<file path="config.mk">
export PLATFORM = sky130hd
export DESIGN_NAME = frame_assembler
export DESIGN_NICKNAME = d
export VERILOG_FILES = /design/src/source/frame_assembler.sv
export SDC_FILE = /design/constraint.sdc
export NUM_CORES = 1
export LEC_CHECK = 0
export BUFFER_PORTS_ARGS = -buffer_cell sky130_fd_sc_hd__buf_2
export CAP_MARGIN = 20
export CELL_PAD_IN_SITES_DETAIL_PLACEMENT = 1
export CELL_PAD_IN_SITES_GLOBAL_PLACEMENT = 1
export CORE_AREA = 4 4 63 65
export CTS_BUF_LIST = sky130_fd_sc_hd__clkbuf_8 sky130_fd_sc_hd__clkbuf_16
export CTS_CLUSTER_SIZE = 14
export DETAILED_ROUTE_END_ITERATION = 8
export DIE_AREA = 0 0 67 69
export GPL_TIMING_DRIVEN = 0
export PLACE_DENSITY = 0.85
export SLEW_MARGIN = 10
export SYNTH_ARGS = -nofsm -noshare
export SYNTH_HDL_FRONTEND = slang
export SYNTH_SLANG_ARGS = --single-unit
</file>
<file path="constraint.sdc">
create_clock -name clk -period 1.7 [get_ports clk]
set_input_delay 0.085 -clock clk [delete_from_list [all_inputs] [get_ports clk]]
set_output_delay 0.085 -clock clk [all_outputs]
set_load 0.1 [all_outputs]
</file>
<file path="src/source/frame_assembler.sv">
//~~~~~~~~~~~~~~~~~~~~~~~~~~~~~~~~~~~~~~~~~~~~~~~~~~~~~~~~~~~~~~~~~~~~~~~~~~
// bytes arrive LSB first with odd parity after each; no CRC_A check here
// all outputs are one-cycle strobes with no back-pressure
//~~~~~~~~~~~~~~~~~~~~~~~~~~~~~~~~~~~~~~~~~~~~~~~~~~~~~~~~~~~~~~~~~~~~~~~~~~

`timescale 1ns/1ps

module frame_assembler (
    input  logic       clk,
    input  logic       pause_n_async,
    input  logic       bit_valid,
    input  logic       bit_value,
    input  logic       frame_start,
    input  logic       frame_end,
    input  logic       frame_abort,
    output logic [7:0] rx_byte,
    output logic       rx_byte_valid,
    output logic       rx_parity_ok,
    output logic       rx_done,
    output logic [3:0] rx_tail_bits,
    output logic [7:0] rx_tail_data,
    output logic       rx_error
);

    // bits collected so far in the current group of nine
    logic [3:0] bit_count;
    // data bits land at their own index, so a short tail stays right aligned
    logic [7:0] group_data;
    // running xor of the data bits in the group
    logic       group_par;

    always_ff @(posedge clk, negedge pause_n_async) begin
        if (!pause_n_async) begin
            bit_count     <= '0;
            rx_byte_valid <= 1'b0;
            rx_done       <= 1'b0;
            rx_error      <= 1'b0;
        end else begin
            rx_byte_valid <= 1'b0;
            rx_done       <= 1'b0;
            rx_error      <= 1'b0;
            if (frame_abort) begin
                rx_error  <= 1'b1;
                bit_count <= '0;
            end else if (frame_end) begin
                rx_done   <= 1'b1;
                bit_count <= '0;
            end else if (frame_start) begin
                bit_count <= '0;
            end else if (bit_valid) begin
                // the ninth bit is the parity bit and closes the group
                if (bit_count == 4'd8) begin
                    rx_byte_valid <= 1'b1;
                    bit_count     <= '0;
                end else begin
                    bit_count <= bit_count + 1'b1;
                end
            end
        end
    end

    // group contents and the reported values travel with the strobes above
    always_ff @(posedge clk) begin
        if (frame_start || frame_end || frame_abort) begin
            group_data <= '0;
            group_par  <= 1'b0;
        end else if (bit_valid && (bit_count == 4'd8)) begin
            group_data <= '0;
            group_par  <= 1'b0;
        end else if (bit_valid) begin
            group_data[bit_count[2:0]] <= bit_value;
            group_par                  <= group_par ^ bit_value;
        end
        if (bit_valid && (bit_count == 4'd8)) begin
            rx_byte      <= group_data;
            // odd parity means nine bits with an odd number of ones
            rx_parity_ok <= group_par ^ bit_value;
        end
        if (frame_end) begin
            rx_tail_bits <= bit_count;
            rx_tail_data <= group_data;
        end
    end

    // at most eight bits wait in the group before the ninth empties it
    a_group_of_nine: assert property (
        @(posedge clk) disable iff (!pause_n_async)
        bit_count <= 4'd8
    );

endmodule

</file>
==> results of run 1 <==
[worst max path at each step]
stage,slack [ns],from,end,depth (start not counted)
after floorplan,0.28,bit_count[1]$_DFFE_PN0P_,rx_byte[0]$_DFFE_PP_,5
after global placement,0.08,bit_count[1]$_DFFE_PN0P_,rx_byte[3]$_DFFE_PP_,5
after detailed placement,0.05,bit_count[0]$_DFFE_PN0P_,rx_byte[5]$_DFFE_PP_,5
after CTS,0.03,bit_count[1]$_DFFE_PN0P_,rx_byte[5]$_DFFE_PP_,5
after global routing,0.09,bit_count[0]$_DFFE_PN0P_,group_data[6]$_SDFFE_PP0P_,8
final,0.17,bit_count[0]$_DFFE_PN0P_,rx_byte[5]$_DFFE_PP_,6
[cell usage after synthesis (2+ instances only)]
master | number | area share (%)
buf_6 | 3 | 2.4
xor2_1 | 4 | 2.5
nor2_1 | 11 | 2.9
nand4b_1 | 4 | 2.5
inv_1 | 3 | 0.80
dfrtp_1 | 7 | 12
ha_1 | 2 | 1.8
dfxtp_1 | 9 | 13
nand2_1 | 2 | 0.53
mux2i_1 | 9 | 6.4
edfxtp_1 | 21 | 45
and4bb_2 | 3 | 2.7
nor2b_1 | 3 | 1.3
[sequential cells by signal, indices dropped and copies added, names as in the netlist]
| name | count |
|---|---|
| rx_byte_valid | 1 |
| rx_parity_ok | 1 |
| rx_tail_data | 8 |
| group_data | 8 |
| bit_count | 4 |
| rx_done | 1 |
| rx_tail_bits | 4 |
| rx_byte | 8 |
| rx_error | 1 |
| group_par | 1 |
[metal layers]
layer | track usage (%) | part of all wire, %
met3 | 4.383 | 5.1
met1 | 14.74 | 40
met2 | 21.72 | 53
met5 | 0 | 0
met4 | 6.757 | 1.8
[power groups by stage]
stage | Sequential (mW) | Clock, mW | Combinational (mW)
6_report | 0.962 | 0.542 | 0.169
5_1_grt | 0.963 | 0.593 | 0.177
4_1_cts | 0.962 | 0.554 | 0.171
3_5_place_dp | 0.981 | 0 | 0.167
3_3_place_gp | 0.980 | 0 | 0.164
2_1_floorplan | 1.08 | 0 | 0.0318
[metrics by stage]
step,utilization (%),hold slack (ns),instance area [um2]
finish,51.67,0.09827,1724
CTS,51.11,0.09645,1705
global route,51.67,0.1236,1724
floorplan,-,-0.2106,1405
detailed placement,48.18,-0.07081,1608
global placement,48.18,-0.08140,1608
[kinds of logic after synthesis]
| family | synth area share, % |
|---|---|
| flops | 70.17 |
| buf+inv | 5.164 |
| fa+ha+maj | 1.781 |
| xor+xnor | 3.117 |
| simple gates | 13.36 |
| mux | 6.412 |
[worst min-delay path: cells and delay by family]
| family | cells | cell delay, ns |
|---|---|---|
| buffers and inverters | 1 | 0.08 |
| and+or+nand+nor | 2 | 0.18 |
[cell type report]
type                    count  area (um2)  share of cell area, %
repair buffers             32       172.7                  10.01
clock buffers               5       68.82                  3.991
flip-flops and latches     37       985.9                  57.18
repair inverters            1       7.507                 0.4354
clock inverters             2       8.758                 0.5080
plain buffers               6       61.31                  3.556
well taps                  46       57.56                  3.338
multi-input cells          44       346.6                  20.10
inverters                   3       15.01                 0.8708
[repair_timing]
item / in CTS / in global routing
endpoints found under the hold margin: 9 / 0
hold buffers: 2 / 0
endpoints found under the setup margin: 0 / 9
gates resized for setup: 0 / 2
setup buffers: 0 / 1
==> summary.md, run 1 <==
| Metric | Value |
|---|---|
| Vias/cell | `4.705` |
| CTS root buf | `clkbuf_8` |
| Total Power | `1.673 mW` |
| Vias in the first global route | `922` |
| Outcome | `completed` |
| Rel. slew slack | `67.40%` |
| Peak per-stage delay on the critical path | `0.40 ns` |
| Number of synthesized flops with an enable pin | `21` |
| # clock sinks | `37` |
| Starting density of the core | `42.11%` |
| GRT overflow | `0` |
| Reg-to-reg slack, setup | `0.17 ns` |
| Fin worst setup slack | `0.1739 ns` |
| Ys flop type | `edfxtp_1` |
| Drt pass-1 iters | `4` |
| Ports | `31` |
| Area grow syn2layout | `22.71%` |
| CTS Buffer Depth | `2` |
| Mapped Avg Cell Area | `15.61 um2` |
| Layout cells sized above 1 | `38.46%` |
| First-pass GRT wire length | `4.485 mm` |
| Mapped Nets | `99` |
| TNS Setup | `0 ns` |
| Drt total wl | `2.683 mm` |
| Sw Pwr | `0.4095 mW` |
| Tmin final | `1.526 ns` |
| Worst clock skew | `0.002452 ns` |
| Port buffer count | `29` |
| DRC violations left | `0` |
| Min-Delay Endpoint | `rx_byte_valid$_DFF_PN0_` |
| Slowest CP cell | `dfrtp_1` |
| GRT Total Usage | `13.17%` |
| WP data required | `1.71 ns` |
| Max Cap Viol | `0` |
| Slew @ Worst Pin | `0.4924 ns` |
| CP Capture Type | `flop` |
| Hold Crit Depth | `3` |
| Cell Rows | `21` |
| R2R depth | `6` |
| Cell Int Power | `1.263 mW` |
| Ant. Diodes | `0` |
| Fillers | `364` |
| Final hold violations | `0` |
| Clock latency on the worst-skew pair | `0.28 ns` |
| Reg-to-reg critical path endpoint | `rx_byte[5]$_DFFE_PP_` |
| Post-detail-place hpwl | `1.902 mm` |
| Die area | `4623 um2` |
| Synth unique cells | `22` |
| Leakage power | `0.7223 nW` |
| Worst min-delay path category | `in -> reg` |
| Die H | `69 um` |
| Ys Warns | `0` |
| Post-DRT Antenna Nets | `0` |
| Placed Cells | `165` |
| Flops & latches, synth | `37` |
| Max Slew Vio Count | `0` |
| Routed length per instance | `15.24 um` |
| Seq pwr share | `57.5%` |
| Post-Syn Area | `1405 um2` |
| Unrepaired setup endpoints after global routing | `no` |
| Initial antenna violation count | `0` |
| CP Launch Type | `flop` |
| RePlAce Congestion | `0.7457` |
| Pin count of the biggest net entering global routing | `15` |
| CTS tree | `done` |
| Post-synth ARST share | `18.92%` |
| Highest-count cells in the layout ignoring fill and taps | `buf_2 (30), edfxtp_1 (21), nor2_1 (11)` |
| Max VDD drop | `0.3328 mV` |
| 1st-iter DRT viols | `22` |
| Sw Ratio | `24.48%` |
| Setup slack after placement | `0.04706 ns` |
| Cell count after synthesis | `90` |
| Clock share of power | `32.4%` |
| Die Wd | `67 um` |
| Crit path DAT | `1.54 ns` |
| Core Footprint | `3337 um2` |
| Final setup vio count | `0` |
| Nets | `139` |
| Clock-pin slew on the worst setup and hold paths | `0.06 ns` |
| Worst-path cell chain | `buf_6 -> inv_1 -> ha_1 -> nand4b_1 -> buf_4 -> clkinvlp_4` |
| H-Tree Depth | `2` |
| Worst Hold Launch | `frame_start` |
| Reg-to-Reg Start | `bit_count[0]$_DFFE_PN0P_` |
| Max FO, Critical Path | `10` |
| Final non-filler cell total | `176` |
| Post-synthesis sequential area ratio | `70.17%` |
| Buffers and inverters on the worst path | `4` |
| Comb pwr share | `10.1%` |
| Commonest non-fill, non-tap cell in the layout | `buf_2` |
| Pwr/cell area | `970.2 nW/um2` |
| CTS buffer count | `5` |
| Fmax | `655.3 MHz` |
| Kind of critical path | `reg -> reg` |
| Via count | `828` |
| Tcrit/Tclk final | `89.77%` |
| Cell family with most CP delay | `buffers and inverters` |
(Power assumes the default switching activity.)
==> run 2, diff against run 1 <==
--- a/config.mk
+++ b/config.mk
@@ -15,6 +15,7 @@
 export DETAILED_ROUTE_END_ITERATION = 8
 export DIE_AREA = 0 0 67 69
 export GPL_TIMING_DRIVEN = 0
+export HOLD_SLACK_MARGIN = 0.15
 export PLACE_DENSITY = 0.85
 export SLEW_MARGIN = 10
 export SYNTH_ARGS = -nofsm -noshare
==> constraint.sdc (replaced) <==
create_clock -name clk -period 2 [get_ports clk]
set_input_delay 0.1 -clock clk [delete_from_list [all_inputs] [get_ports clk]]
set_output_delay 0.1 -clock clk [all_outputs]
set_load 0.1 [all_outputs]
==> run 2 against run 1 <==
Effect of this change: first-iteration DRC count rose by 23%; combinational power fell by 14%; via count is 0.12% higher; clock skew barely moved; maximum frequency decreased by 6.8%; utilization fell by 0.26 points; sequential power fell by 15%; setup slack improved by 0.19 ns; critical endpoint unchanged.
==> summary.md, run 2 (same netlist as run 1, synthesis figures left out) <==
| Metric | Value |
|---|---|
| CP dominant cell by count | `inv_1` |
| # clock sinks | `37` |
| Post-DRT Antenna Nets | `0` |
| Clock latency on the worst-skew pair | `0.28 ns` |
| Max VDD drop | `0.2851 mV` |
| Unrepaired setup endpoints after global routing | `no` |
| Rel. slew slack | `67.41%` |
| Reg-to-reg critical path endpoint | `rx_byte[5]$_DFFE_PP_` |
| Cell Rows | `21` |
| Layout cells sized above 1 | `36.43%` |
| Finished Cell Area | `1715 um2` |
| Fin worst setup slack | `0.3633 ns` |
| Tmin final | `1.637 ns` |
| Nets | `138` |
| GRT Total Usage | `13.34%` |
| CTS root buf | `clkbuf_8` |
| # hold bufs at CTS | `3` |
| Port buffer count | `29` |
| Vias/cell | `4.737` |
| Vias in the first global route | `926` |
| R2R depth | `5` |
| Clock-pin slew on the worst setup and hold paths | `0.06 ns` |
| CTS tree | `done` |
| Kind of critical path | `reg -> reg` |
| Max Cap Viol | `0` |
| H-Tree Depth | `2` |
| Tcrit/Tclk final | `81.83%` |
| Setup slack after placement | `0.3471 ns` |
| Largest regs | `group_data x8, rx_byte x8, rx_tail_data x8` |
| Placed cell area | `1608 um2` |
| Reg-to-Reg Start | `bit_count[1]$_DFFE_PN0P_` |
| GRT overflow | `0` |
| Final setup vio count | `0` |
| Final core occ | `51.41%` |
| Reg-to-reg slack, setup | `0.36 ns` |
| Placed Cells | `165` |
| CP Capture Type | `flop` |
| RePlAce Congestion | `0.7457` |
| 1st-iter DRT viols | `27` |
| Fillers | `366` |
| Multi-input logic area | `346.6 um2` |
| Fmax | `611.0 MHz` |
| Outcome | `completed` |
| DRC violations left | `0` |
| Final hold violations | `0` |
| Die Wd | `67 um` |
| TNS Setup | `0 ns` |
| CTS buffer count | `5` |
| Cell family with most CP delay | `buffers and inverters` |
| Starting density of the core | `42.11%` |
| Crit path DAT | `1.58 ns` |
| Setup Fix Bufs, Post-CTS | `0` |
| Slew @ Worst Pin | `0.4923 ns` |
| Area occupied by registers | `985.9 um2` |
| Max Slew Vio Count | `0` |
| Buffers and inverters on the worst path | `3` |
| Worst-path cell chain | `buf_4 -> inv_1 -> ha_1 -> nand4b_1 -> inv_1` |
| Leakage power | `0.7323 nW` |
| Slowest CP cell | `dfrtp_1` |
| Pwr/cell area | `831.0 nW/um2` |
| CP Launch Type | `flop` |
| Via count | `829` |
| Die area | `4623 um2` |
| Die H | `69 um` |
| Initial antenna violation count | `0` |
| Ports | `31` |
| Ant. Diodes | `0` |
| Final non-filler cell total | `175` |
| CTS Buffer Depth | `2` |
| Worst clock skew | `0.002357 ns` |
| Drt pass-1 iters | `4` |
| Worst hold margin | `0.1805 ns` |
| Post-CTS sizing | `0` |
| Routed length per instance | `15.28 um` |
| Peak per-stage delay on the critical path | `0.40 ns` |
| Total Power | `1.425 mW` |
| Max FO, Critical Path | `10` |
| Commonest non-fill, non-tap cell in the layout | `buf_2` |
| Post-detail-place hpwl | `1.902 mm` |
| Area grow syn2layout | `22.08%` |
| First-pass GRT wire length | `4.526 mm` |
| Worst min-delay path category | `in -> async` |
| Core Footprint | `3337 um2` |
| Pin count of the biggest net entering global routing | `15` |
| Drt total wl | `2.674 mm` |
| Highest-count cells in the layout ignoring fill and taps | `buf_2 (30), edfxtp_1 (21), nor2_1 (11)` |
| WP data required | `1.94 ns` |
==> run 2: cell types whose count changed in the layout (fill, tap and decap cells not counted) <==
cell,delta
inv_1,+1
dlygate4sd3_1,+1
clkinvlp_4,-2
buf_4,-1
==> run 2: power breakdown <==
group / total [mW] / internal, mW / switching (mW)
registers: 0.818 / 0.814 / 0.00378
clock network: 0.462 / 0.231 / 0.231
logic: 0.145 / 0.0298 / 0.116
total: 1.43 / 1.07 / 0.351
==> run 2: how the worst max path moves through the flow <==
stage	from	to	slack [ns]	cells after the start
finish	bit_count[1]$_DFFE_PN0P_	rx_byte[5]$_DFFE_PP_	0.36	5
global placement	bit_count[1]$_DFFE_PN0P_	rx_byte[3]$_DFFE_PP_	0.38	5
global route	bit_count[1]$_DFFE_PN0P_	rx_byte[5]$_DFFE_PP_	0.23	5
detailed placement	bit_count[0]$_DFFE_PN0P_	rx_byte[5]$_DFFE_PP_	0.35	5
CTS	bit_count[1]$_DFFE_PN0P_	rx_byte[5]$_DFFE_PP_	0.33	5
floorplan	bit_count[1]$_DFFE_PN0P_	rx_byte[0]$_DFFE_PP_	0.58	5
==> run 2: cell type report <==
type	count	share of cell area, %
Sequential cell	37	57.48
Inverter	3	0.6565
Buffer	6	3.574
Clock inverter	2	0.5106
Multi-Input combinational cell	44	20.20
Timing Repair Buffer	32	10.21
Clock buffer	5	4.012
Tap cell	46	3.355
==> run 2: layer usage <==
| layer | wire [um] | GRT usage (%) |
|---|---|---|
| met1 | 1046 | 14.84 |
| met2 | 1429 | 22.16 |
| met3 | 136 | 4.383 |
| met4 | 61 | 6.757 |
| met5 | 0 | 0 |
==> run 2: worst register-to-register path: cells and delay by family, from the launching register on <==
family	cells	cell delay, ns
AND/OR/NAND/NOR	1	0.17
flip-flops	1	0.40
buffers and inverters	3	0.59
adder cells (fa/ha/maj)	1	0.13
