==> config.mk <==
export PLATFORM = sky130hd
export DESIGN_NAME = bit_cell_timer
export DESIGN_NICKNAME = d
export VERILOG_FILES = /design/src/source/iso14443a_pkg.sv /design/src/source/bit_cell_timer.sv
export SDC_FILE = /design/constraint.sdc
export NUM_CORES = 1
export LEC_CHECK = 0
export BUFFER_PORTS_ARGS = -buffer_cell sky130_fd_sc_hd__buf_2
export CORE_MARGIN = 8
export CORE_UTILIZATION = 36
export CTS_CLUSTER_DIAMETER = 150
export DETAILED_ROUTE_END_ITERATION = 6
export GPL_TIMING_DRIVEN = 0
export PLACE_DENSITY_LB_ADDON = 0.08
export REMOVE_ABC_BUFFERS = 1
export SYNTH_ARGS = -nofsm -noshare
export SYNTH_HDL_FRONTEND = slang
export SYNTH_SLANG_ARGS = --single-unit
==> constraint.sdc <==
create_clock -name clk -period 2.3 [get_ports clk]
set_clock_uncertainty 0.15 [all_clocks]
set_input_delay 0.23 -clock clk [delete_from_list [all_inputs] [get_ports clk]]
set_output_delay 0.23 -clock clk [all_outputs]
set_load 0.01 [all_outputs]
==> src/source/iso14443a_pkg.sv <==
//~~~~~~~~~~~~~~~~~~~~~~~~~~~~~~~~~~~~~~~~~~~~~~~~~~~~~~~~~~~~~~~~~~~~~~~~~~
// shared types for the Type A receive path; the timing default assumes a
// 13.56 MHz clock that keeps running through every pause
//~~~~~~~~~~~~~~~~~~~~~~~~~~~~~~~~~~~~~~~~~~~~~~~~~~~~~~~~~~~~~~~~~~~~~~~~~~

package iso14443a_pkg;

    // classification of one bit cell by where its pause sits
    typedef enum logic [1:0] {
        // pause somewhere in the second half of the cell
        sym_x   = 2'b00,
        // no pause anywhere in the cell
        sym_y   = 2'b01,
        // pause right at the start of the cell
        sym_z   = 2'b10,
        // pause too late, or more than one pause in a cell
        sym_err = 2'b11
    } miller_symbol_t;

    // decoder states; the last two also hold the pending bit
    typedef enum logic [1:0] {
        // waiting for the pause that marks start of communication
        st_idle      = 2'b00,
        // start of communication seen, nothing decoded yet
        st_first     = 2'b01,
        // a logic one is pending
        st_last_one  = 2'b10,
        // a logic zero is pending, possibly the end of communication zero
        st_last_zero = 2'b11
    } decode_state_t;

    // one bit cell is 128 carrier periods, which gives 106 kbit/s
    localparam int default_bit_ticks = 128;

endpackage
==> src/source/bit_cell_timer.sv <==
//~~~~~~~~~~~~~~~~~~~~~~~~~~~~~~~~~~~~~~~~~~~~~~~~~~~~~~~~~~~~~~~~~~~~~~~~~~
// bit_ticks must be even and at least 16; the grid is set by the first
// pause of a frame, so every later pause carries the same sync delay
//~~~~~~~~~~~~~~~~~~~~~~~~~~~~~~~~~~~~~~~~~~~~~~~~~~~~~~~~~~~~~~~~~~~~~~~~~~

`timescale 1ns/1ps

module bit_cell_timer #(
    parameter int bit_ticks = iso14443a_pkg::default_bit_ticks
) (
    input  logic                         clk,
    input  logic                         pause_n_async,
    input  logic                         pause_n_sync,
    input  logic                         cell_start,
    input  logic                         cell_run,
    output logic                         pause_start,
    output logic                         symbol_valid,
    output iso14443a_pkg::miller_symbol_t symbol
);

    import iso14443a_pkg::*;

    localparam int cnt_w = $clog2(bit_ticks);
    localparam logic [cnt_w-1:0] last_tick    = cnt_w'(bit_ticks - 1);
    localparam logic [cnt_w-1:0] quarter_tick = cnt_w'(bit_ticks / 4);
    localparam logic [cnt_w-1:0] late_tick    = cnt_w'((3 * bit_ticks) / 4);

    logic             pause_n_prev;
    logic [cnt_w-1:0] cell_count;
    // a pause has already been seen in the current cell
    logic             pause_seen;
    // a second pause turned up in the current cell
    logic             pause_twice;
    miller_symbol_t   first_class;
    miller_symbol_t   pause_class;
    logic             cell_active;
    logic             cell_last;

    // the counter also runs in the cell_start cycle, before cell_run rises
    assign cell_active  = cell_run | cell_start;
    assign cell_last    = (cell_count == last_tick);
    assign symbol_valid = cell_last;

    // pause_start marks the falling edge of the synchronised pause one cycle late
    always_ff @(posedge clk, negedge pause_n_async) begin
        if (!pause_n_async) begin
            pause_n_prev <= 1'b1;
            pause_start  <= 1'b0;
        end else begin
            pause_n_prev <= pause_n_sync;
            pause_start  <= pause_n_prev & ~pause_n_sync;
        end
    end

    // where the current pause would land if it were the only one
    always_comb begin
        if (cell_count < quarter_tick) begin
            pause_class = sym_z;
        end else if (cell_count < late_tick) begin
            pause_class = sym_x;
        end else begin
            pause_class = sym_err;
        end
    end

    // the last tick of a cell still counts, so a pause there is folded in
    always_comb begin
        if (pause_twice || (pause_seen && pause_start)) begin
            symbol = sym_err;
        end else if (pause_seen) begin
            symbol = first_class;
        end else if (pause_start) begin
            symbol = pause_class;
        end else begin
            symbol = sym_y;
        end
    end

    always_ff @(posedge clk, negedge pause_n_async) begin
        if (!pause_n_async) begin
            cell_count  <= '0;
            pause_seen  <= 1'b0;
            pause_twice <= 1'b0;
            first_class <= sym_y;
        end else if (!cell_active) begin
            cell_count  <= '0;
            pause_seen  <= 1'b0;
            pause_twice <= 1'b0;
        end else if (cell_last) begin
            cell_count  <= '0;
            pause_seen  <= 1'b0;
            pause_twice <= 1'b0;
        end else begin
            cell_count <= cell_count + 1'b1;
            if (pause_start && pause_seen) begin
                pause_twice <= 1'b1;
            end else if (pause_start) begin
                pause_seen  <= 1'b1;
                first_class <= pause_class;
            end
        end
    end

    // a cell only closes while the decoder still holds its frame open
    a_symbol_in_frame: assert property (
        @(posedge clk) disable iff (!pause_n_async)
        symbol_valid |-> cell_run
    );

endmodule

==> run summary, run 1 <==
The flow ran to the end, and the final reports show no timing, DRC or antenna violations. The post-synthesis async set-or-reset flop share works out to 1.00. Yosys synthesis warning count: 0. The commonest cells after synthesis are sky130_fd_sc_hd__dfrtp_1 (11), sky130_fd_sc_hd__nor2_1 (9), sky130_fd_sc_hd__a21oi_1 (5). After routing, the total negative slack on setup checks comes to 0 ps. The min-delay analysis places its worst path in the category in -> reg. The run gives 13 as the CTS sink count.

In this run the power density over the cells is 748 mW/mm^2. The clock latency on the worst-skew pair was 270 ps. After synthesis, the cell types taking the most area are sky130_fd_sc_hd__dfrtp_1 (46%), sky130_fd_sc_hd__dfstp_2 (8.9%), sky130_fd_sc_hd__nor2_1 (5.7%), sky130_fd_sc_hd__a21oi_1 (4.2%), sky130_fd_sc_hd__ha_1 (4.2%).

The worst hold path was traced through 3 stages. The congestion estimate from routability-driven global placement came to 0.705. The run gives 0.627 as the tightest slew margin relative to the limit. The data arrival time of the critical path came out at 1430 ps.

The biggest fanout along the worst timing path works out to 5. Setup repair after global routing left no endpoint under its margin. At the placement stage, the worst setup path has a slack of 627 ps.

The longest clock path from root to sink contains 2 buffers. The number of hold violations in the final report is 0. The die outline area was 0.00320 sq mm; the number of distinct library cells after synthesis was 22.

The run gives 56 as the post-synthesis instance total. The setup slack of the most critical reg-to-reg path is 630 ps, and the fraction of final layout cells sized beyond drive strength 1 is 0.257. After clock tree synthesis, the setup repair step added 0 buffers. In this run the count of I/O pins placed on the die edge is 9. For this run, the slowest stage of the critical path takes 420 ps.

The mean routed wirelength per cell works out to 12.6 um. The share of Yosys cell area claimed by the top area cell type works out to 0.464. Area overhead of the layout relative to synthesis: 17.9%.

The die is 56.6 um tall. The startpoint identified for the worst register-to-register timing path is cell_count[0]. The critical path is of the reg -> out type. The first detailed-routing pass took 2 iterations. The clock power share came out at 0.275.

STA classifies the critical path endpoint as a primary output. The width of the chip was 56.6 um. During placement, the flow inserted port buffers numbering 8. Hold repair after CTS inserted 2 buffers. Among all flip-flop cells after synthesis, the most frequent one is sky130_fd_sc_hd__dfrtp_1.

Internal power comes to 373 uW. The synthesized design spends more area on one cell type than any other, namely sky130_fd_sc_hd__dfrtp_1. The number of instances resized during post-cts repair is 0. The post-layout net count was 78; the average via count per standard cell was 4.95.

The run gives 1920 ps as the required time at the worst-slack endpoint. The source of the worst hold timing path was cell_run. Final number of max-transition violations: 0. The global-route congestion overflow total was 0. The placeable core region came out at 0.00152 sq mm.

The worst path meets setup with 488 ps of slack. Counting flops and latches in the post-synthesis netlist gives 13. The detailed router used layers up to and including met3. The run gives 1 as the initial DRC count. In this run the cell area of the synthesized design comes to 593 sq um.

TritonCTS built the clock tree. Routed length on met1: 557 um. The total vias in the final route was 426; the total met3 wirelength after detailed routing was 33 um. The final setup violation count was 0; the initial antenna violation count was 0. The tools report the sink of the worst hold path as cell_count[4].

Switching power: 150 uW. The run gives 14 as the cell row count. Power comes to 523 uW.

The cell type of the slowest stage on the worst timing path was sky130_fd_sc_hd__dfrtp_1. Share of the clock period used by the worst path: 0.788. The clock-pin slew on the worst setup and hold paths was 90 ps. At the pin with the least slew margin, the transition time is 553 ps. In the routed design, unresolved DRC markers number 0. Summed over all cells, the static leakage comes to 0.328 nW. Global routing usage summed across all routing layers: 0.0780.

The number of global-route vias before repair is 459, and the met2 wirelength from detailed routing is 495 um. The maximum level of the CTS H-tree came out at 1. The synthesized design contains 0 enable-type register cells.

The signal on the critical path passes through ha_1, inv_1, a21oi_1, or2_2, buf_2. Once detail routing completed, the nets flagged for antenna violations numbered 0. The proportion of total power due to net switching works out to 0.287. The tool flagged a number of max-cap violations equal to 0.

The tools report the largest net degree at the start of global routing as 14. The tree is rooted in a sky130_fd_sc_hd__clkbuf_4. The logs give 0.563 for the part of the total power dissipated in sequential elements and 0.553 for the fraction of the yosys area taken by sequential cells. The peak supply drop was 0.000385 V.

The achievable clock frequency came out at 552 MHz. The sort of element at the start of the critical path was a flop. The first global-routing pass estimated 1.95 mm of wire. 0 antenna diodes ended up in the layout. The tools report the capturing point of the worst reg2reg path as cell_count[3]. The combinational cell fraction of total power is 0.162, and the routed wire length is 1.09 mm.

The worst path in the final design needs a cycle of 1810 ps, including I/O delays and setup. The length in cells of the worst reg-to-reg path is 4, and the mean area per synthesized cell is 10.6 sq um. The most used standard cell by instance count after synthesis was sky130_fd_sc_hd__dfrtp_1. The number of clock buffers added by TritonCTS is 3. The run gives 0.389 as the starting utilization of the core area. The post-DP HPWL came out at 808 um.
==> placed cells by master (no fill, tap or decap) <==
cell type | synthesis | routed
sky130_fd_sc_hd__inv_1 | 2 | 2
sky130_fd_sc_hd__nor2b_1 | 2 | 2
sky130_fd_sc_hd__o21bai_1 | 1 | 1
sky130_fd_sc_hd__o211ai_2 | 1 | 1
sky130_fd_sc_hd__or3_1 | 2 | 2
sky130_fd_sc_hd__xnor2_1 | 1 | 1
sky130_fd_sc_hd__nand3_1 | 3 | 3
sky130_fd_sc_hd__clkbuf_1 | 0 | 1
sky130_fd_sc_hd__or2_2 | 2 | 2
sky130_fd_sc_hd__and2_1 | 1 | 1
sky130_fd_sc_hd__nor2_1 | 9 | 9
sky130_fd_sc_hd__nand3_2 | 1 | 1
sky130_fd_sc_hd__buf_2 | 0 | 8
sky130_fd_sc_hd__dfstp_2 | 2 | 2
sky130_fd_sc_hd__mux2i_1 | 1 | 1
sky130_fd_sc_hd__mux2_2 | 1 | 1
sky130_fd_sc_hd__clkbuf_4 | 0 | 3
sky130_fd_sc_hd__dlygate4sd3_1 | 0 | 2
sky130_fd_sc_hd__o21ai_0 | 3 | 3
sky130_fd_sc_hd__ha_1 | 2 | 2
sky130_fd_sc_hd__nand2_1 | 2 | 2
sky130_fd_sc_hd__nor3b_1 | 1 | 1
sky130_fd_sc_hd__and2b_1 | 1 | 1
sky130_fd_sc_hd__xor2_1 | 2 | 2
sky130_fd_sc_hd__a21oi_1 | 5 | 5
sky130_fd_sc_hd__dfrtp_1 | 11 | 11
==> area by class of cell <==
cell class                      instances  area (sq um)
Sequential cell                        13           328
Inverter                                2          7.51
Tap cell                               16          20.0
Clock buffer                            4          26.3
Timing Repair Buffer                   10          60.1
Fill cell                             154           825
Multi-Input combinational cell         41           258
==> metal layers <==
layer	vias to the layer above	GRT usage
met4	0	0.0412
met1	202	0.0813
li1	221	-
met5	-	0
met2	3	0.122
met3	0	0.0427
==> worst max-delay path, delay by kind of cell (launching register included) <==
kind            cells  cell delay (ps)
simple gates        1              270
buf+inv             2              190
flops               1              420
fa+ha+maj           1              220
compound gates      1               50
==> flip-flops by register name, summed over array words and instances, names as in the netlist <==
name / flops
pause_seen: 1
pause_n_prev: 1
pause_twice: 1
pause_start: 1
cell_count: 7
first_class: 2
==> logic make-up (layout without fill, tap and decap cells) <==
kind of cell | after synthesis | in the layout | synth area share
DFF | 13 | 13 | 0.553
muxes | 2 | 2 | 0.0359
AOI/OAI and AO/OA | 10 | 10 | 0.101
adders and majority gates | 2 | 2 | 0.0422
buffers and inverters | 2 | 16 | 0.0127
and+or+nand+nor | 24 | 24 | 0.211
xor gates and xnor gates | 3 | 3 | 0.0443
==> power by group through the flow <==
stage / Clock (mW) / Sequential [mW] / Combinational [mW]
global route: 0.160 / 0.297 / 0.0995
CTS: 0.151 / 0.295 / 0.0874
global placement: 0 / 0.298 / 0.0832
detailed placement: 0 / 0.300 / 0.0837
finish: 0.144 / 0.295 / 0.0848
floorplan: 0 / 0.293 / 0.0604
==> through the flow <==
stage / hold WS (ps) / area (sq um) / instances / utilization
after global placement: -14.3 / 653 / 80 / 0.429
after CTS: 64.3 / 699 / 86 / 0.459
final: 68.3 / 699 / 86 / 0.459
after global routing: 95.2 / 699 / 86 / 0.459
after floorplan: -216 / 593 / 56 / -
after detailed placement: -8.58 / 653 / 80 / 0.429
==> worst max path at each step <==
| stage | startpoint | end | slack (ps) | cells after the start |
|---|---|---|---|---|
| 2_1_floorplan | cell_count[0] | first_class[0] | 830 | 4 |
| 3_3_place_gp | cell_count[0] | cell_count[3] | 630 | 4 |
| 3_5_place_dp | cell_count[0] | pause_seen | 630 | 4 |
| 4_1_cts | cell_count[5] | symbol[0] | 460 | 5 |
| 5_1_grt | cell_count[5] | symbol[1] | 390 | 4 |
| 6_report | cell_count[5] | symbol[0] | 490 | 5 |
(Power assumes the default switching activity.)
==> run 2, diff against run 1 <==
- ABC_AREA: not set -> 1
- clock period: 2.3 -> 1.54 ns (I/O delays scaled with it)
==> run 2 against run 1 <==
- the flow now finishes with violations (setup timing)
- hold slack improved by 67 ps
- register-to-register slack got worse by 480 ps
- critical path depth unchanged
- clock power rose by 51%
- area after synthesis grew 4.0%
- non-clock buffer count rose by 12
- wire length grew 19%
- worst setup slack got worse by 530 ps
- core utilization up 5.1 points
- first-iteration DRC count rose to 8.0 times the previous value
- critical path type unchanged
==> run summary, run 2 <==
The achievable clock frequency was 631 MHz. The compound-cell area share of the yosys netlist is 0.0406 (-0.0607), and the count of non-filler cells in the finished layout is 115 (+34%). For the CTS sink count, the log shows 13 (unchanged). The number of flip-flops and latches in the synthesized netlist is 13 (unchanged). The share of the synthesized netlist area taken by xor and xnor gates works out to 0.0142 (-0.0301). The run gives 1240 ps (-680 ps) as the required time at the worst-slack endpoint. The tools report the largest net degree at the start of global routing as 14 (unchanged). The logs give 0.0919 (+0.0139) for the global routing usage summed across all routing layers and 1.29 mm (+19%) for the routed wire length.

The count of input and output buffers came out at 8 (unchanged). For the total vias in the final route, the log shows 525 (+23%). The commonest cells after synthesis are sky130_fd_sc_hd__nor2_1 (16), sky130_fd_sc_hd__inv_1 (12), sky130_fd_sc_hd__dfrtp_1 (11), sky130_fd_sc_hd__nand2_1 (11), sky130_fd_sc_hd__nand3_1 (4). The standard cell area after detailed placement is 678 sq um (+3.8%), and the mux share of post-synthesis cell area is 0 (-0.0359). The width of the chip came out at 57.4 um (+1.4%). The run gives 0 (unchanged) as the number of remaining DRC errors.

The post-synthesis async set-or-reset flop share is 1.00 (unchanged), and the cell row count is 15 (+1). The cell area after layout was 852 sq um (+22%). The largest registers in the layout are cell_count x7, first_class x2.

For the mapped cell area, the log shows 617 sq um (+4.0%). The slew at the pin closest to its max-slew limit came out at 295 ps (-258 ps). The tools report the fill cell total of the finished layout as 157 (+1.9%). Critical path class: reg -> out. By area, the combinational part of the netlist is dominated by simple AND/OR/NAND/NOR gates.

The boundary pin count is 9 (unchanged), and the final number of max-transition violations is 0 (unchanged). Sort of element at the start of the critical path: a flop. The worst-case hold slack came out at 135 ps (+66.9 ps).

TritonCTS built the clock tree. Share of Yosys cell area claimed by the top area cell type: 0.446 (-0.0179). The clock latency on the worst-skew pair was 280 ps (about the same). The run gives 0 (unchanged) as the number of hold violations in the final report.

Average via count per standard cell: 4.57 (-7.8%). The data arrival time of the critical path is 1280 ps (-150 ps). The starting utilization of the core area was 0.369 (-0.0199); the simple-gate share of the synthesized area was 0.300 (+0.0892).

Number of flip-flops in the largest register: 7 (unchanged). The kind of cell with the highest combined delay along the critical path is flip-flops. The logs give 0.00167 sq mm (+9.6%) for the placeable core region and 815 um (+0.90%) for the post-DP HPWL. For the initial antenna violation count, the log shows 0 (unchanged). The number of enable flip-flop cells after synthesis is 0 (unchanged), and the fraction of final layout cells sized beyond drive strength 1 is 0.367 (+0.110). The number of global-route vias before repair was 556 (+21%). The worst setup slack after layout was -43.9 ps (-532 ps); the clock-pin slew on the worst setup and hold paths was 80 ps (about the same). The final setup violation count is 2 (+2). The run gives 72 (+29%) as the post-synthesis instance total. The cell at the root of the clock tree was sky130_fd_sc_hd__clkbuf_4. The peak supply drop was 0.000546 V (+42%); the power per cell area was 1040 mW/mm^2 (+39%). Number of buffers and inverters on the critical path: 2 (unchanged). The instance count after placement with tap cells included was 97 (+21%); the fraction of the yosys area taken by sequential cells was 0.531 (-0.0213). The signal on the critical path passes through ha_1, inv_2, nand2_2, nand3_2, buf_6. The logs give -49.7 ps (-49.7 ps) for the post-route setup TNS and 2 (unchanged) for the buffer depth of the longest clock path. Number of distinct library cells after synthesis: 15 (-32%). In the synthesized netlist the dominant register cell turns out to be sky130_fd_sc_hd__dfrtp_1.

The final RePlAce weighted congestion came out at 0.757 (+7.4%). The shortest period the worst path allows was 1580 ps. The static leakage was 0.454 nW (+38%); the adder-cell share of the synthesized area was 0.0406 (-0.00163). The run gives 0.00329 sq mm (+2.9%) as the die outline area.

The final cell utilization of the core is 0.510 (+0.0512), and the area overhead of the layout relative to synthesis is 38.1%. The tools report the part of the total power dissipated in sequential elements as 0.493 (-0.070). The tools report the internal cell power as 610 uW (+64%). The first-pass detailed-route iteration total came out at 4 (+2). The worst setup path is captured at a primary output. The worst hold path belongs to the class in -> async. The number of nets still failing antenna checks after routing was 0 (unchanged); the tightest slew margin relative to the limit was 0.803 (+0.176).

The clock power share was 0.246 (-0.029); the antenna cell count was 0 (unchanged). Setup repair after global routing could not meet its margin everywhere. Ranked by flip-flop count, first place goes to cell_count.

The die extent in y was 57.4 um (+1.4%); the proportion of total power due to net switching was 0.312 (+0.0252). Largest area contributor in the netlist: sky130_fd_sc_hd__dfrtp_1. The top cell types in the final layout, fill and taps aside, are sky130_fd_sc_hd__nor2_1 (15), sky130_fd_sc_hd__dfrtp_1 (11), sky130_fd_sc_hd__inv_1 (10), sky130_fd_sc_hd__nand2_1 (10), sky130_fd_sc_hd__buf_4 (10). Post-layout net count: 106 (+36%).

The max capacitance violation total was 0 (unchanged). The flow ran to the end, but the final reports show violations. The run gives 0 (unchanged) as the yosys synthesis warning count.

Cell type of the slowest stage on the worst timing path: sky130_fd_sc_hd__dfrtp_1. First-pass GRT wire length: 2.37 mm (+22%). The checks that failed: setup timing. The number of buffers created by CTS was 3 (unchanged); the mean routed wirelength per cell was 11.3 um (-11%). The maximum level of the CTS H-tree was 1 (unchanged); the global-route congestion overflow total was 0 (unchanged). Leaving out fill and tap cells, the most frequent cell in the layout is sky130_fd_sc_hd__nor2_1. The biggest fanout along the worst timing path came out at 2 (-3). Among all cell types in the netlist, the one instantiated most often is sky130_fd_sc_hd__nor2_1. Highest cell delay on the worst timing path: 400 ps (-20 ps).

The mean area per synthesized cell is 8.57 sq um (-19%), and the initial DRC count is 8 (+7). The switching power was 277 uW (+85%); the share of the clock period used by the worst path was 1.03. The tools report the combinational cell fraction of total power as 0.261 (+0.099). By area the synthesized netlist is led by sky130_fd_sc_hd__dfrtp_1 (45%), sky130_fd_sc_hd__nor2_1 (9.7%), sky130_fd_sc_hd__dfstp_2 (8.5%), sky130_fd_sc_hd__inv_1 (7.3%), sky130_fd_sc_hd__nand2_1 (6.7%).
==> run 2: cell types whose count changed in the layout (fill, tap and decap cells not counted), sizes merged, moves of 3 or more <==
cell / delta
buf: +10
nand4: +3
inv: +10
nor2: +8
nand2: +12
==> run 2: layer usage <==
layer  global-route usage  up-vias  part of all wire  wire length [um]
met5                    0        -                 0                 0
met4               0.0714        0             0.018                23
met3               0.0202        4             0.023                30
met2                0.137        8              0.48               619
met1                0.112      235              0.48               621
li1                     -      278                 -                 -
==> run 2: kinds of logic after synthesis <==
kind of cell	count (synthesis)
AOI/OAI and AO/OA	5
DFF	13
xor gates and xnor gates	1
adders and majority gates	2
and+or+nand+nor	39
buffers and inverters	12
==> run 2: power by group through the flow <==
| stage | registers (mW) | logic (mW) | clock network, mW |
|---|---|---|---|
| 6_report | 0.438 | 0.232 | 0.218 |
| 5_1_grt | 0.445 | 0.259 | 0.238 |
| 4_1_cts | 0.433 | 0.193 | 0.225 |
| 3_5_place_dp | 0.444 | 0.149 | 0 |
| 3_3_place_gp | 0.443 | 0.149 | 0 |
| 2_1_floorplan | 0.435 | 0.111 | 0 |
==> run 2: worst paths after layout <==
| check | start | end | slack (ps) | cells after the start |
|---|---|---|---|---|
| worst max-delay path | cell_count[5] | symbol[1] | -40 | 5 |
| max in group asynchronous | pause_n_async | pause_n_prev | 830 | 2 |
| worst max register to register | cell_count[0] | pause_seen | 150 | 7 |
| worst min register to register | first_class[0] | first_class[0] | 320 | 2 |
| worst min-delay path | pause_n_async | cell_count[2] | 140 | 2 |
| min in group clk | first_class[0] | first_class[0] | 320 | 2 |
==> run 2: final cells by class <==
cell class                 count  area (sq um)  area share
inverter                      12          45.0      0.0529
clock buffer                   4          26.3      0.0308
tap                           17          21.3      0.0250
sequential                    13           328       0.385
multi-input combinational     47           264       0.310
timing repair buffer          22           168       0.197
==> run 2: repair_timing <==
| action | CTS | global route |
|---|---|---|
| hold buffers | 4 | 0 |
| setup endpoints to repair | 3 | 3 |
| pin swaps | 3 | 4 |
| setup buffers | 7 | 3 |
| gates resized for setup | 4 | 7 |
| endpoints found under the hold margin | 17 | 0 |
==> run 2: per-stage QoR <==
stage	worst slack (ps)	power (mW)
after floorplan	300	0.545
after global placement	176	0.592
after detailed placement	177	0.594
after CTS	-63.5	0.851
after global routing	-97.5	0.942
final	-43.9	0.887
