### src/source/iso14443a_pkg.sv
//~~~~~~~~~~~~~~~~~~~~~~~~~~~~~~~~~~~~~~~~~~~~~~~~~~~~~~~~~~~~~~~~~~~~~~~~~~
// shared types for the Type A receive path; the timing default assumes a
// 13.56 MHz clock that keeps running through every pause
//~~~~~~~~~~~~~~~~~~~~~~~~~~~~~~~~~~~~~~~~~~~~~~~~~~~~~~~~~~~~~~~~~~~~~~~~~~

package iso14443a_pkg;

    // classification of one bit cell by where its pause sits
    typedef enum logic [1:0] {
        // pause somewhere in the second half of the cell
        sym_x   = 2'b00,
        // no pause anywhere in the cell
        sym_y   = 2'b01,
        // pause right at the start of the cell
        sym_z   = 2'b10,
        // pause too late, or more than one pause in a cell
        sym_err = 2'b11
    } miller_symbol_t;

    // decoder states; the last two also hold the pending bit
    typedef enum logic [1:0] {
        // waiting for the pause that marks start of communication
        st_idle      = 2'b00,
        // start of communication seen, nothing decoded yet
        st_first     = 2'b01,
        // a logic one is pending
        st_last_one  = 2'b10,
        // a logic zero is pending, possibly the end of communication zero
        st_last_zero = 2'b11
    } decode_state_t;

    // one bit cell is 128 carrier periods, which gives 106 kbit/s
    localparam int default_bit_ticks = 128;

endpackage
### src/source/miller_decoder_fsm.sv
//~~~~~~~~~~~~~~~~~~~~~~~~~~~~~~~~~~~~~~~~~~~~~~~~~~~~~~~~~~~~~~~~~~~~~~~~~~
// one decoded bit is always held back, so the zero of the end of
// communication pattern never reaches the frame assembler
//~~~~~~~~~~~~~~~~~~~~~~~~~~~~~~~~~~~~~~~~~~~~~~~~~~~~~~~~~~~~~~~~~~~~~~~~~~

`timescale 1ns/1ps

module miller_decoder_fsm (
    input  logic                         clk,
    input  logic                         pause_n_async,
    input  logic                         pause_start,
    input  logic                         symbol_valid,
    input  iso14443a_pkg::miller_symbol_t symbol,
    output logic                         cell_start,
    output logic                         cell_run,
    output logic                         bit_valid,
    output logic                         bit_value,
    output logic                         frame_start,
    output logic                         frame_end,
    output logic                         frame_abort
);

    import iso14443a_pkg::*;

    decode_state_t state;
    decode_state_t state_next;
    // the cell in progress is the start of communication itself
    logic          soc_cell;
    logic          soc_next;
    logic          emit;
    logic          emit_value;
    logic          end_now;
    logic          abort_now;

    // the first pause of a frame opens the cell grid
    assign cell_start = pause_start && (state == st_idle);
    assign cell_run   = (state != st_idle);

    always_comb begin
        state_next = state;
        soc_next   = soc_cell;
        emit       = 1'b0;
        // whatever is emitted is the bit held in the state
        emit_value = (state == st_last_one);
        end_now    = 1'b0;
        abort_now  = 1'b0;
        if (cell_start) begin
            state_next = st_first;
            soc_next   = 1'b1;
        end else if (symbol_valid) begin
            if (soc_cell) begin
                // the opening cell only has to be a clean Z
                soc_next  = 1'b0;
                abort_now = (symbol != sym_z);
            end else begin
                case (symbol)
                    sym_x: begin
                        emit       = (state != st_first);
                        state_next = st_last_one;
                    end
                    sym_z: begin
                        // Z never follows a logic one in a legal frame
                        if (state == st_last_one) begin
                            abort_now = 1'b1;
                        end else begin
                            emit       = (state == st_last_zero);
                            state_next = st_last_zero;
                        end
                    end
                    sym_y: begin
                        if (state == st_last_one) begin
                            emit       = 1'b1;
                            state_next = st_last_zero;
                        end else if (state == st_last_zero) begin
                            // zero then Y is the end of communication
                            end_now = 1'b1;
                        end else begin
                            abort_now = 1'b1;
                        end
                    end
                    default: begin
                        abort_now = 1'b1;
                    end
                endcase
            end
            if (abort_now || end_now) begin
                state_next = st_idle;
                soc_next   = 1'b0;
            end
        end
    end

    always_ff @(posedge clk, negedge pause_n_async) begin
        if (!pause_n_async) begin
            state       <= st_idle;
            soc_cell    <= 1'b0;
            bit_valid   <= 1'b0;
            frame_start <= 1'b0;
            frame_end   <= 1'b0;
            frame_abort <= 1'b0;
        end else begin
            state       <= state_next;
            soc_cell    <= soc_next;
            bit_valid   <= emit;
            frame_start <= cell_start;
            frame_end   <= end_now;
            frame_abort <= abort_now;
        end
    end

    // the bit value only means something while bit_valid is high
    always_ff @(posedge clk) begin
        bit_value <= emit_value;
    end

    // each symbol gives at most one of a bit, a frame end or an abort
    a_one_event: assert property (
        @(posedge clk) disable iff (!pause_n_async)
        $onehot0({bit_valid, frame_end, frame_abort})
    );

endmodule

### config.mk
export PLATFORM = sky130hd
export DESIGN_NAME = miller_decoder_fsm
export DESIGN_NICKNAME = d
export VERILOG_FILES = /design/src/source/iso14443a_pkg.sv /design/src/source/miller_decoder_fsm.sv
export SDC_FILE = /design/constraint.sdc
export NUM_CORES = 1
export LEC_CHECK = 0
export BUFFER_PORTS_ARGS = -buffer_cell sky130_fd_sc_hd__buf_2
export CAP_MARGIN = 0
export CORE_AREA = 8 8 45 47
export DETAILED_ROUTE_END_ITERATION = 16
export DIE_AREA = 0 0 53 55
export GPL_TIMING_DRIVEN = 0
export PLACE_DENSITY = 0.64
export SLEW_MARGIN = 25
export SYNTH_ARGS = -nofsm -noshare
export SYNTH_HDL_FRONTEND = slang
export SYNTH_SLANG_ARGS = --single-unit
### constraint.sdc
create_clock -name clk -period 2.25 [get_ports clk]
set_input_delay 0 -clock clk [delete_from_list [all_inputs] [get_ports clk]]
set_output_delay 0 -clock clk [all_outputs]
set_load 0.02 [all_outputs]
==> impl_results.md, run 1 <==
- Part of the power in combinational logic: 40.7%
- Initial antenna violation count: 0
- CTS buffer count: 3
- Clock skew: 0.00755 ns
- Peak supply drop: 0.261 mV
- Core footprint: 0.00138 mm^2
- Root buffer cell: clkbuf_4
- Design Area, Final: 597 um^2
- Distinct cells, synth: 22
- Initial Utilization: 34.0%
- CP max FO: 6
- Worst path max stage delay: 0.44 ns
- Post-CTS Resized: 0
- # port buffers: 12
- Fill cells: 141
- RePlAce Congestion: 0.834
- Layout cells sized above 1: 34.4%
- Pin count of the biggest net entering global routing: 8
- Cell-internal power: 0.350 mW
- Synth Warn #: 0
- CTS Buffer Depth: 2
- Final hold viol count: 0
- Max-slew violation count: 0
- CTS tree: yes
- Antenna-violating nets left: 0
- Detailed Route WL: 1110 um
- Switching share of power: 40.8%
- Hpwl dp: 822 um
- Worst setup margin: 0.793 ns
- Worst slew margin: 73.5%
- Type of the most critical hold path: in2reg
- Arr. time, crit path: 1.59 ns
- Die width: 53 um
- CP top delay family: compound AO/OA/AOI/OAI gates
- Clk pin slew, worst setup/hold paths: 0.06 ns
- First drt pass iteration count: 4
- Syn Std Cell Area: 470 um^2
- Vias: 398
- Vias in the first global route: 414
- Clock power frac: 20.6%
- Sequential share of the synthesized area: 41.5%
- CTS Sinks: 8
- Tmin final: 1.46 ns
- Commonest non-fill, non-tap cell in the layout: buf_2
- Vias per inst: 4.98
- Area Growth Syn to Fin: 26.9%
- Global-route usage over all layers: 9.28%
- Final hold slack: 0.00863 ns
- # nets final: 75
- NetSw: 0.241 mW
- # DRC: 0
- Global route overflow: 0
- Sequential Power Share: 38.6%
- PwrDens: 989 mW/mm^2
- Placed Instance Area: 551 um^2
- Yosys reg bits: 8
- Max-cap violations: 0
- Syn nets: 56
- Most frequent cells in the layout: 12 x buf_2, 7 x dfrtp_1, 6 x inv_1, 4 x ha_1
- Slew @ Worst Pin: 0.395 ns
- Final setup vio count: 0
- Clock Latency Late Sink: 0.26 ns
- Slowest cell on the critical path: dfrtp_1
- DR iter-0 viols: 9
- Outcome: completed
- Tot Pwr: 0.590 mW
- Dpl ws: 0.832 ns
- Die ar.: 0.00292 mm^2
- Antenna Diode Count: 0
- CP bufs+invs: 1
- First-pass GRT wire length: 1870 um
- Site Rows: 14
- Die H: 55 um
- Critical path capture point type: flip-flop
- Avg Cell Area, Syn: 10.2 um^2
- CP Data Required Time: 2.38 ns
- DR WL/cell: 13.8 um
- Fmax: 686 MHz
- Post CTS Setup Buffer Count: 0
- Setup TNS: 0 ns
- Startpoint Class: flip-flop
- Cells after synthesis: 46
- I/O pin total: 13
- Crit Path Category: reg2reg
- H-tree depth: 1
- RSZ-0062 raised after global routing: no
- Hold buffer count at cts: 2
- P_leak: 0.308 nW
- Crit path cell chain: nand2b_4 > inv_2 > o31ai_1 > a211oi_1 > o221ai_2
- Final worst path period share: 64.8%
==> routing by layer <==
metal  global-route usage (%)  wire length, um
met4                     11.6               49
met2                     13.9              526
met1                     8.62              417
met5                        0                0
met3                     4.01              111
==> metrics by stage <==
| step | instances | utilization (%) |
|---|---|---|
| after global placement | 74 | 39.8 |
| after CTS | 80 | 43.1 |
| final | 80 | 43.1 |
| after floorplan | 46 | - |
| after detailed placement | 74 | 39.8 |
| after global routing | 80 | 43.1 |
==> kinds of logic (layout without fill, tap and decap cells) <==
kind of cell             count (synthesis)  after routing  share of synthesized area, %
buffers and inverters                    7             25                          5.58
AND/OR/NAND/NOR                         14             14                          17.8
AO/OA/AOI/OAI                           13             13                          24.5
flip-flops                               8              8                          41.5
adder cells (fa/ha/maj)                  4              4                          10.6
==> final timing paths <==
| kind | startpoint | to | cells after the start | slack (ns) |
|---|---|---|---|---|
| min | pause_start | state[0] | 3 | 0.009 |
| max reg2reg | state[0] | state[0] | 5 | 0.79 |
| max | state[0] | state[0] | 5 | 0.79 |
| min in group asynchronous | pause_n_async | state[0] | 2 | 0.09 |
| min reg2reg | soc_cell | frame_abort | 1 | 0.63 |
| max in group asynchronous | pause_n_async | frame_start | 2 | 2.00 |
==> power by group through the flow <==
stage          clock [mW]  combinational, mW  sequential (mW)
6_report            0.122              0.241            0.228
5_1_grt             0.136              0.270            0.234
4_1_cts             0.125              0.243            0.226
3_5_place_dp            0              0.239            0.229
3_3_place_gp            0              0.233            0.229
2_1_floorplan           0              0.152            0.242
==> state kept, by name, indices dropped and copies added (netlist names) <==
register	count
bit_valid	1
frame_end	1
state	2
bit_value	1
soc_cell	1
frame_start	1
frame_abort	1
==> synth_stat cells <==
library cell | number | area share, %
nand2_1 | 2 | 1.6
inv_1 | 6 | 4.8
a2111oi_4 | 1 | 5.9
or2b_2 | 1 | 1.9
dfxtp_1 | 1 | 4.3
a2111oi_0 | 2 | 3.7
and2b_2 | 1 | 1.9
nand2b_1 | 2 | 2.7
o221ai_2 | 1 | 3.2
o31ai_1 | 1 | 1.6
dfrtp_1 | 7 | 37
nand3_1 | 1 | 1.1
a211oi_1 | 2 | 3.2
nand2_2 | 1 | 1.3
a21oi_1 | 3 | 3.2
a21o_1 | 1 | 1.6
nand2b_4 | 1 | 2.9
nor3_1 | 2 | 2.1
nor2_1 | 3 | 2.4
inv_2 | 1 | 0.80
ha_1 | 4 | 11
o21ai_0 | 2 | 2.1
==> cell type report <==
| cell class | count | area [um^2] | share of cell area (%) |
|---|---|---|---|
| sequential | 8 | 195 | 32.7 |
| clock buffer | 4 | 26.3 | 4.40 |
| timing repair buffer | 14 | 80.1 | 13.4 |
| tap | 16 | 20.0 | 3.35 |
| multi-input combinational | 31 | 249 | 41.7 |
| inverter | 7 | 26.3 | 4.40 |
==> tightest hold or removal path, cell delays in order <==
cell and delay [ns]:
buf_2 0.09, nand2_2 0.08, o221ai_2 0.07
Note: power is estimated with default switching activity, not from simulation.
==> run 2, diff against run 1 <==
- ABC_AREA: unset -> 1
- clock period: 2.25 -> 1.3 ns (I/O delays scaled with it)
==> impl_results.md, run 2 <==
- Outcome: completed (unchanged)
- DR WL/cell: 11.3 um (was 13.8 um)
- Final setup vio count: 0 (unchanged)
- Global route overflow: 0 (unchanged)
- Fill cells: 138 (was 141)
- Synth Warn #: 0 (unchanged)
- Global-route usage over all layers: 8.19% (was 9.28%)
- Layout cells sized above 1: 35.6% (was 34.4%)
- Max reg flops: 2 (unchanged)
- Critical hold path startpoint: pause_start (unchanged)
- Count leader, synth: nand2_1 (was dfrtp_1)
- Vias: 403 (was 398)
- Main synth FF type: dfrtp_1 (unchanged)
- Arr. time, crit path: 1.18 ns (was 1.59 ns)
- Initial antenna violation count: 0 (unchanged)
- Multi-input logic area: 238 um^2 (was 249 um^2)
- RePlAce Congestion: 0.824 (was 0.834)
- Final worst path period share: 91.1%
- Type of the most critical hold path: in2reg (unchanged)
- Root buffer cell: clkbuf_4 (unchanged)
- Distinct cells, synth: 15 (was 22)
- Cells after synthesis: 55 (was 46)
- Top cells by count, synth: 13 x nand2_1, 7 x dfrtp_1, 7 x nor2_1 (was 7 x dfrtp_1, 6 x inv_1, 4 x ha_1)
- P_leak: 0.330 nW (was 0.308 nW)
- CTS Sinks: 8 (unchanged)
- Synth top area share: 39.2% (was 37.2%)
- Dpl ws: 0.0750 ns (was 0.832 ns)
- Syn Std Cell Area: 447 um^2 (was 470 um^2)
- Met1 GRT Util: 8.33% (was 8.62%)
- Crit Path Category: reg2out (was reg2reg)
- Site Rows: 14 (unchanged)
- Antenna Diode Count: 0 (unchanged)
- Cell-internal power: 0.614 mW (was 0.350 mW)
- Reg with most FFs: state (unchanged)
- Sequential share of the synthesized area: 43.7% (was 41.5%)
- Core footprint: 0.00138 mm^2 (unchanged)
- PwrDens: 1850 mW/mm^2 (was 989 mW/mm^2)
- Clk pin slew, worst setup/hold paths: 0.06 ns (about the same)
- Global route hottest layer: met2 (unchanged)
- Max-slew violation count: 0 (unchanged)
- Area contributors post-synth: dfrtp_1 39%, ha_1 11%, nand2_1 11%, nand3_1 6.7%, nor2_1 5.9% (was dfrtp_1 37%, ha_1 11%, a2111oi_4 5.9%, inv_1 4.8%, dfxtp_1 4.3%)
- First drt pass iteration count: 4 (unchanged)
- Die ar.: 0.00292 mm^2 (unchanged)
- Sequential Power Share: 36.7% (was 38.6%)
- FF-to-FF Start: state[0] (unchanged)
- I/O pin total: 13 (unchanged)
- Met3 GRT Util: 2.14% (was 4.01%)
- Clock Latency Late Sink: 0.25 ns (was 0.26 ns)
- # nets final: 84 (was 75)
- Post CTS Setup Buffer Count: 0 (unchanged)
- # port buffers: 12 (unchanged)
- Die H: 55 um (unchanged)
- Peak supply drop: 0.429 mV (was 0.261 mV)
- Antenna-violating nets left: 0 (unchanged)
- Pin count of the biggest net entering global routing: 8 (unchanged)
- CTS Buffer Depth: 2 (unchanged)
- Vias per inst: 4.53 (was 4.98)
- Met2 usage: 14.1% (was 13.9%)
- Vias in the first global route: 428 (was 414)
- Tmin final: 1.18 ns
- Initial Utilization: 32.3% (was 34.0%)
- NetSw: 0.481 mW (was 0.241 mW)
- Switching share of power: 43.9% (was 40.8%)
- Setup TNS: 0 ns (unchanged)
- Crit path from: state[1] (was state[0])
- H-tree depth: 1 (unchanged)
- Worst slew margin: 86.1% (was 73.5%)
- Post-synth EDFFs: 0 (unchanged)
- Final hold slack: 0.0735 ns (was 0.00863 ns)
- Startpoint Class: flip-flop (unchanged)
- Worst setup margin: 0.116 ns (was 0.793 ns)
- RSZ-0062 raised after global routing: no (unchanged)
- Hpwl dp: 784 um (was 822 um)
- CTS tree: yes (unchanged)
- Final hold viol count: 0 (unchanged)
- CP Data Required Time: 1.30 ns (was 2.38 ns)
- Most frequent cells in the layout: 13 x nand2_1, 12 x buf_2, 7 x nor2_1, 5 x nand3_1, 5 x dfrtp_1 (was 12 x buf_2, 7 x dfrtp_1, 6 x inv_1, 4 x ha_1)
- Fmax: 844 MHz
- Area Growth Syn to Fin: 32.2% (was 26.9%)
- Syn nets: 65 (was 56)
- Post-synth ARST share: 87.5% (unchanged)
- # DRC: 0 (unchanged)
- DR iter-0 viols: 5 (was 9)
- FF/Latch Area: 198 um^2 (was 195 um^2)
- Critical path capture point type: output pin (was flip-flop)
- Yosys reg bits: 8 (unchanged)
- Part of the power in combinational logic: 45.3% (was 40.7%)
- Clock skew: 0.00464 ns (was 0.00755 ns)
- Commonest non-fill, non-tap cell in the layout: nand2_1 (was buf_2)
- Die width: 53 um (unchanged)
- Max-cap violations: 0 (unchanged)
- Clock power frac: 18.0% (was 20.6%)
- First-pass GRT wire length: 1780 um (was 1870 um)
- Slew @ Worst Pin: 0.208 ns (was 0.395 ns)
- Leading area contributor after synthesis: dfrtp_1 (unchanged)
- Avg Cell Area, Syn: 8.12 um^2 (was 10.2 um^2)
- CP max FO: 6 (unchanged)
- CTS buffer count: 3 (unchanged)
- Util after Layout: 42.7% (was 43.1%)
- Detailed Route WL: 1000 um (was 1110 um)
==> run 2: routing by layer <==
metal  routed length, um  vias to the layer above
li1                    -                      210
met1                 423                      179
met2                 467                       12
met3                 106                        2
met4                   6                        0
met5                   0                        -
==> run 2: worst paths after layout <==
kind | slack, ns | depth (start not counted) | endpoint
worst max-delay path | 0.12 | 4 | cell_start
worst min-delay path | 0.07 | 3 | frame_start
worst max register to register | 0.14 | 8 | state[1]
worst min register to register | 0.54 | 1 | bit_value
max in group asynchronous | 1.03 | 2 | state[1]
min in group asynchronous | 0.11 | 2 | frame_abort
==> run 2: power groups by stage <==
stage	Combinational (mW)	Sequential, mW	Clock, mW
after global routing	0.561	0.417	0.228
after detailed placement	0.465	0.396	0
after global placement	0.454	0.399	0
final	0.496	0.402	0.198
after CTS	0.480	0.393	0.208
after floorplan	0.291	0.426	0
==> run 2: repair_timing <==
action,CTS,global route
endpoints found under the setup margin,1,2
hold buffers,2,0
gates resized for setup,2,4
hold endpoints to repair,8,0
==> run 2: logic make-up after synthesis <==
| kind of cell | share of synthesized area (%) |
|---|---|
| simple gates | 34.2 |
| flops | 43.7 |
| buf+inv | 5.88 |
| fa+ha+maj | 11.2 |
| compound gates | 5.04 |
==> run 2: cell type report <==
class,instances,area share (%)
well taps,16,3.39
repair buffers,14,13.6
multi-input cells,40,40.3
flip-flops and latches,8,33.5
clock buffers,4,4.45
inverters,7,4.87
==> run 2: critical path, stage by stage, from the launching register on <==
cell and delay (ns):
dfrtp_2 0.45, inv_2 0.12, nand3_4 0.11, inv_2 0.09
buf_2 0.16
==> run 2: metrics by stage <==
| stage | cells | power (mW) | cell area (um^2) |
|---|---|---|---|
| finish | 89 | 1.10 | 591 |
| detailed placement | 83 | 0.861 | 527 |
| global route | 89 | 1.21 | 591 |
| floorplan | 55 | 0.717 | 447 |
| global placement | 83 | 0.853 | 527 |
| CTS | 89 | 1.08 | 578 |
==> run 3, diff against run 2 <==
- RECOVER_POWER: unset -> 50
==> impl_results.md, run 3 (same netlist as run 2, synthesis figures left out) <==
- Max-cap violations: 0 (unchanged)
- Final hold viol count: 0 (unchanged)
- Initial antenna violation count: 0 (unchanged)
- # DRC: 0 (unchanged)
- RSZ-0062 raised after global routing: no (unchanged)
- Final hold slack: 0.0732 ns (was 0.0735 ns)
- Pin count of the biggest net entering global routing: 8 (unchanged)
- Max reg flops: 2 (unchanged)
- CP Data Required Time: 1.30 ns (about the same)
- Type of the most critical hold path: in2reg (unchanged)
- Die H: 55 um (unchanged)
- CTS tree: yes (unchanged)
- CTS buffer count: 3 (unchanged)
- # port buffers: 12 (unchanged)
- Antenna Diode Count: 0 (unchanged)
- PwrDens: 1860 mW/mm^2 (was 1850 mW/mm^2)
- Area Growth Syn to Fin: 31.1% (was 32.2%)
- Max-slew violation count: 0 (unchanged)
- Fill cells: 141 (was 138)
- Layout cells sized above 1: 30.1% (was 35.6%)
- Critical hold path startpoint: pause_start (unchanged)
- Reg with most FFs: state (unchanged)
- Crit Path Category: reg2out (unchanged)
- Root buffer cell: clkbuf_4 (unchanged)
- DR WL/cell: 11.2 um (was 11.3 um)
- Hpwl dp: 784 um (unchanged)
- Die width: 53 um (unchanged)
- Clock skew: 0.00419 ns (was 0.00464 ns)
- Final setup vio count: 0 (unchanged)
- First drt pass iteration count: 3 (was 4)
- Outcome: completed (unchanged)
- Vias in the first global route: 428 (unchanged)
- Design Area, Final: 586 um^2 (was 591 um^2)
- Commonest non-fill, non-tap cell in the layout: nand2_1 (unchanged)
- Crit path from: state[1] (unchanged)
- RePlAce Congestion: 0.824 (unchanged)
- Global-route usage over all layers: 8.19% (unchanged)
- Detailed Route WL: 1000 um (about the same)
- # nets final: 84 (unchanged)
- Placed Instance Area: 527 um^2 (unchanged)
- CTS Buffer Depth: 2 (unchanged)
- I/O pin total: 13 (unchanged)
- Most frequent cells in the layout: 13 x nand2_1, 8 x buf_2, 7 x nor2_1 (was 13 x nand2_1, 12 x buf_2, 7 x nor2_1, 5 x nand3_1, 5 x dfrtp_1)
- Critical path capture point type: output pin (unchanged)
- Clk pin slew, worst setup/hold paths: 0.06 ns (about the same)
- DR iter-0 viols: 5 (unchanged)
- Clock Latency Late Sink: 0.25 ns (about the same)
- H-tree depth: 1 (unchanged)
- Worst slew margin: 76.5% (was 86.1%)
- Tmin final: 1.18 ns (about the same)
- Antenna-violating nets left: 0 (unchanged)
- FF-to-FF Start: state[0] (unchanged)
- Initial Utilization: 32.3% (unchanged)
- CTS Sinks: 8 (unchanged)
- Vias per inst: 4.45 (was 4.53)
- Setup TNS: 0 ns (unchanged)
- First-pass GRT wire length: 1780 um (unchanged)
- Peak supply drop: 0.429 mV (about the same)
- Fmax: 844 MHz (about the same)
- P_leak: 0.315 nW (was 0.330 nW)
- Startpoint Class: flip-flop (unchanged)
- Global route overflow: 0 (unchanged)
- Arr. time, crit path: 1.18 ns (about the same)
- Multi-input logic area: 238 um^2 (unchanged)
- Final worst path period share: 91.1% (about the same)
- Site Rows: 14 (unchanged)
- CP max FO: 6 (unchanged)
- Util after Layout: 42.3% (was 42.7%)
- Die ar.: 0.00292 mm^2 (unchanged)
- FF/Latch Area: 198 um^2 (unchanged)
- Core footprint: 0.00138 mm^2 (unchanged)
- Vias: 396 (was 403)
- Slew @ Worst Pin: 0.353 ns (was 0.208 ns)
[run 3: what timing repair did]
item                       CTS  global route
resized for setup            2             4
setup endpoints to repair    1             2
hold endpoints to repair     8             0
cloned                       0             0
hold buffers                 2             0
buffers inserted             0             0
[run 3: power breakdown]
group / internal, mW / switching [mW]
logic: 0.161 / 0.330
registers: 0.331 / 0.0715
clock network: 0.117 / 0.0810
[run 3: through the flow]
stage / power (mW) / setup WS [ns] / instances
3_3_place_gp: 0.853 / 0.0750 / 83
3_5_place_dp: 0.861 / 0.0750 / 83
2_1_floorplan: 0.717 / 0.127 / 55
5_1_grt: 1.20 / 0.0229 / 89
4_1_cts: 1.08 / 0.0324 / 89
6_report: 1.09 / 0.115 / 89
[run 3: layout make-up]
cell class / count / area share [%]
multi-input combinational: 40 / 40.6
sequential: 8 / 33.8
timing repair buffer: 14 / 12.8
inverter: 7 / 4.91
clock buffer: 4 / 4.49
tap: 16 / 3.42
[run 3: worst paths after layout]
kind	end	cells past startpoint	slack, ns
worst max-delay path	cell_start	4	0.12
worst min-delay path	frame_start	3	0.07
worst max register to register	state[1]	8	0.14
worst min register to register	bit_value	1	0.54
max in group asynchronous	state[1]	2	0.85
min in group asynchronous	frame_abort	2	0.17
[run 3: per-layer routing]
layer	global-route usage [%]	share of wire, %	routed length, um
met1	8.33	44	442
met2	14.1	46	462
met3	2.14	8.9	89
met4	6.47	0.60	6
met5	0	0	0
[run 3: worst max-delay path: stages (launching register included)]
cell and delay (ns):
dfrtp_2 0.45, inv_2 0.12, nand3_4 0.11, inv_2 0.09
buf_2 0.16
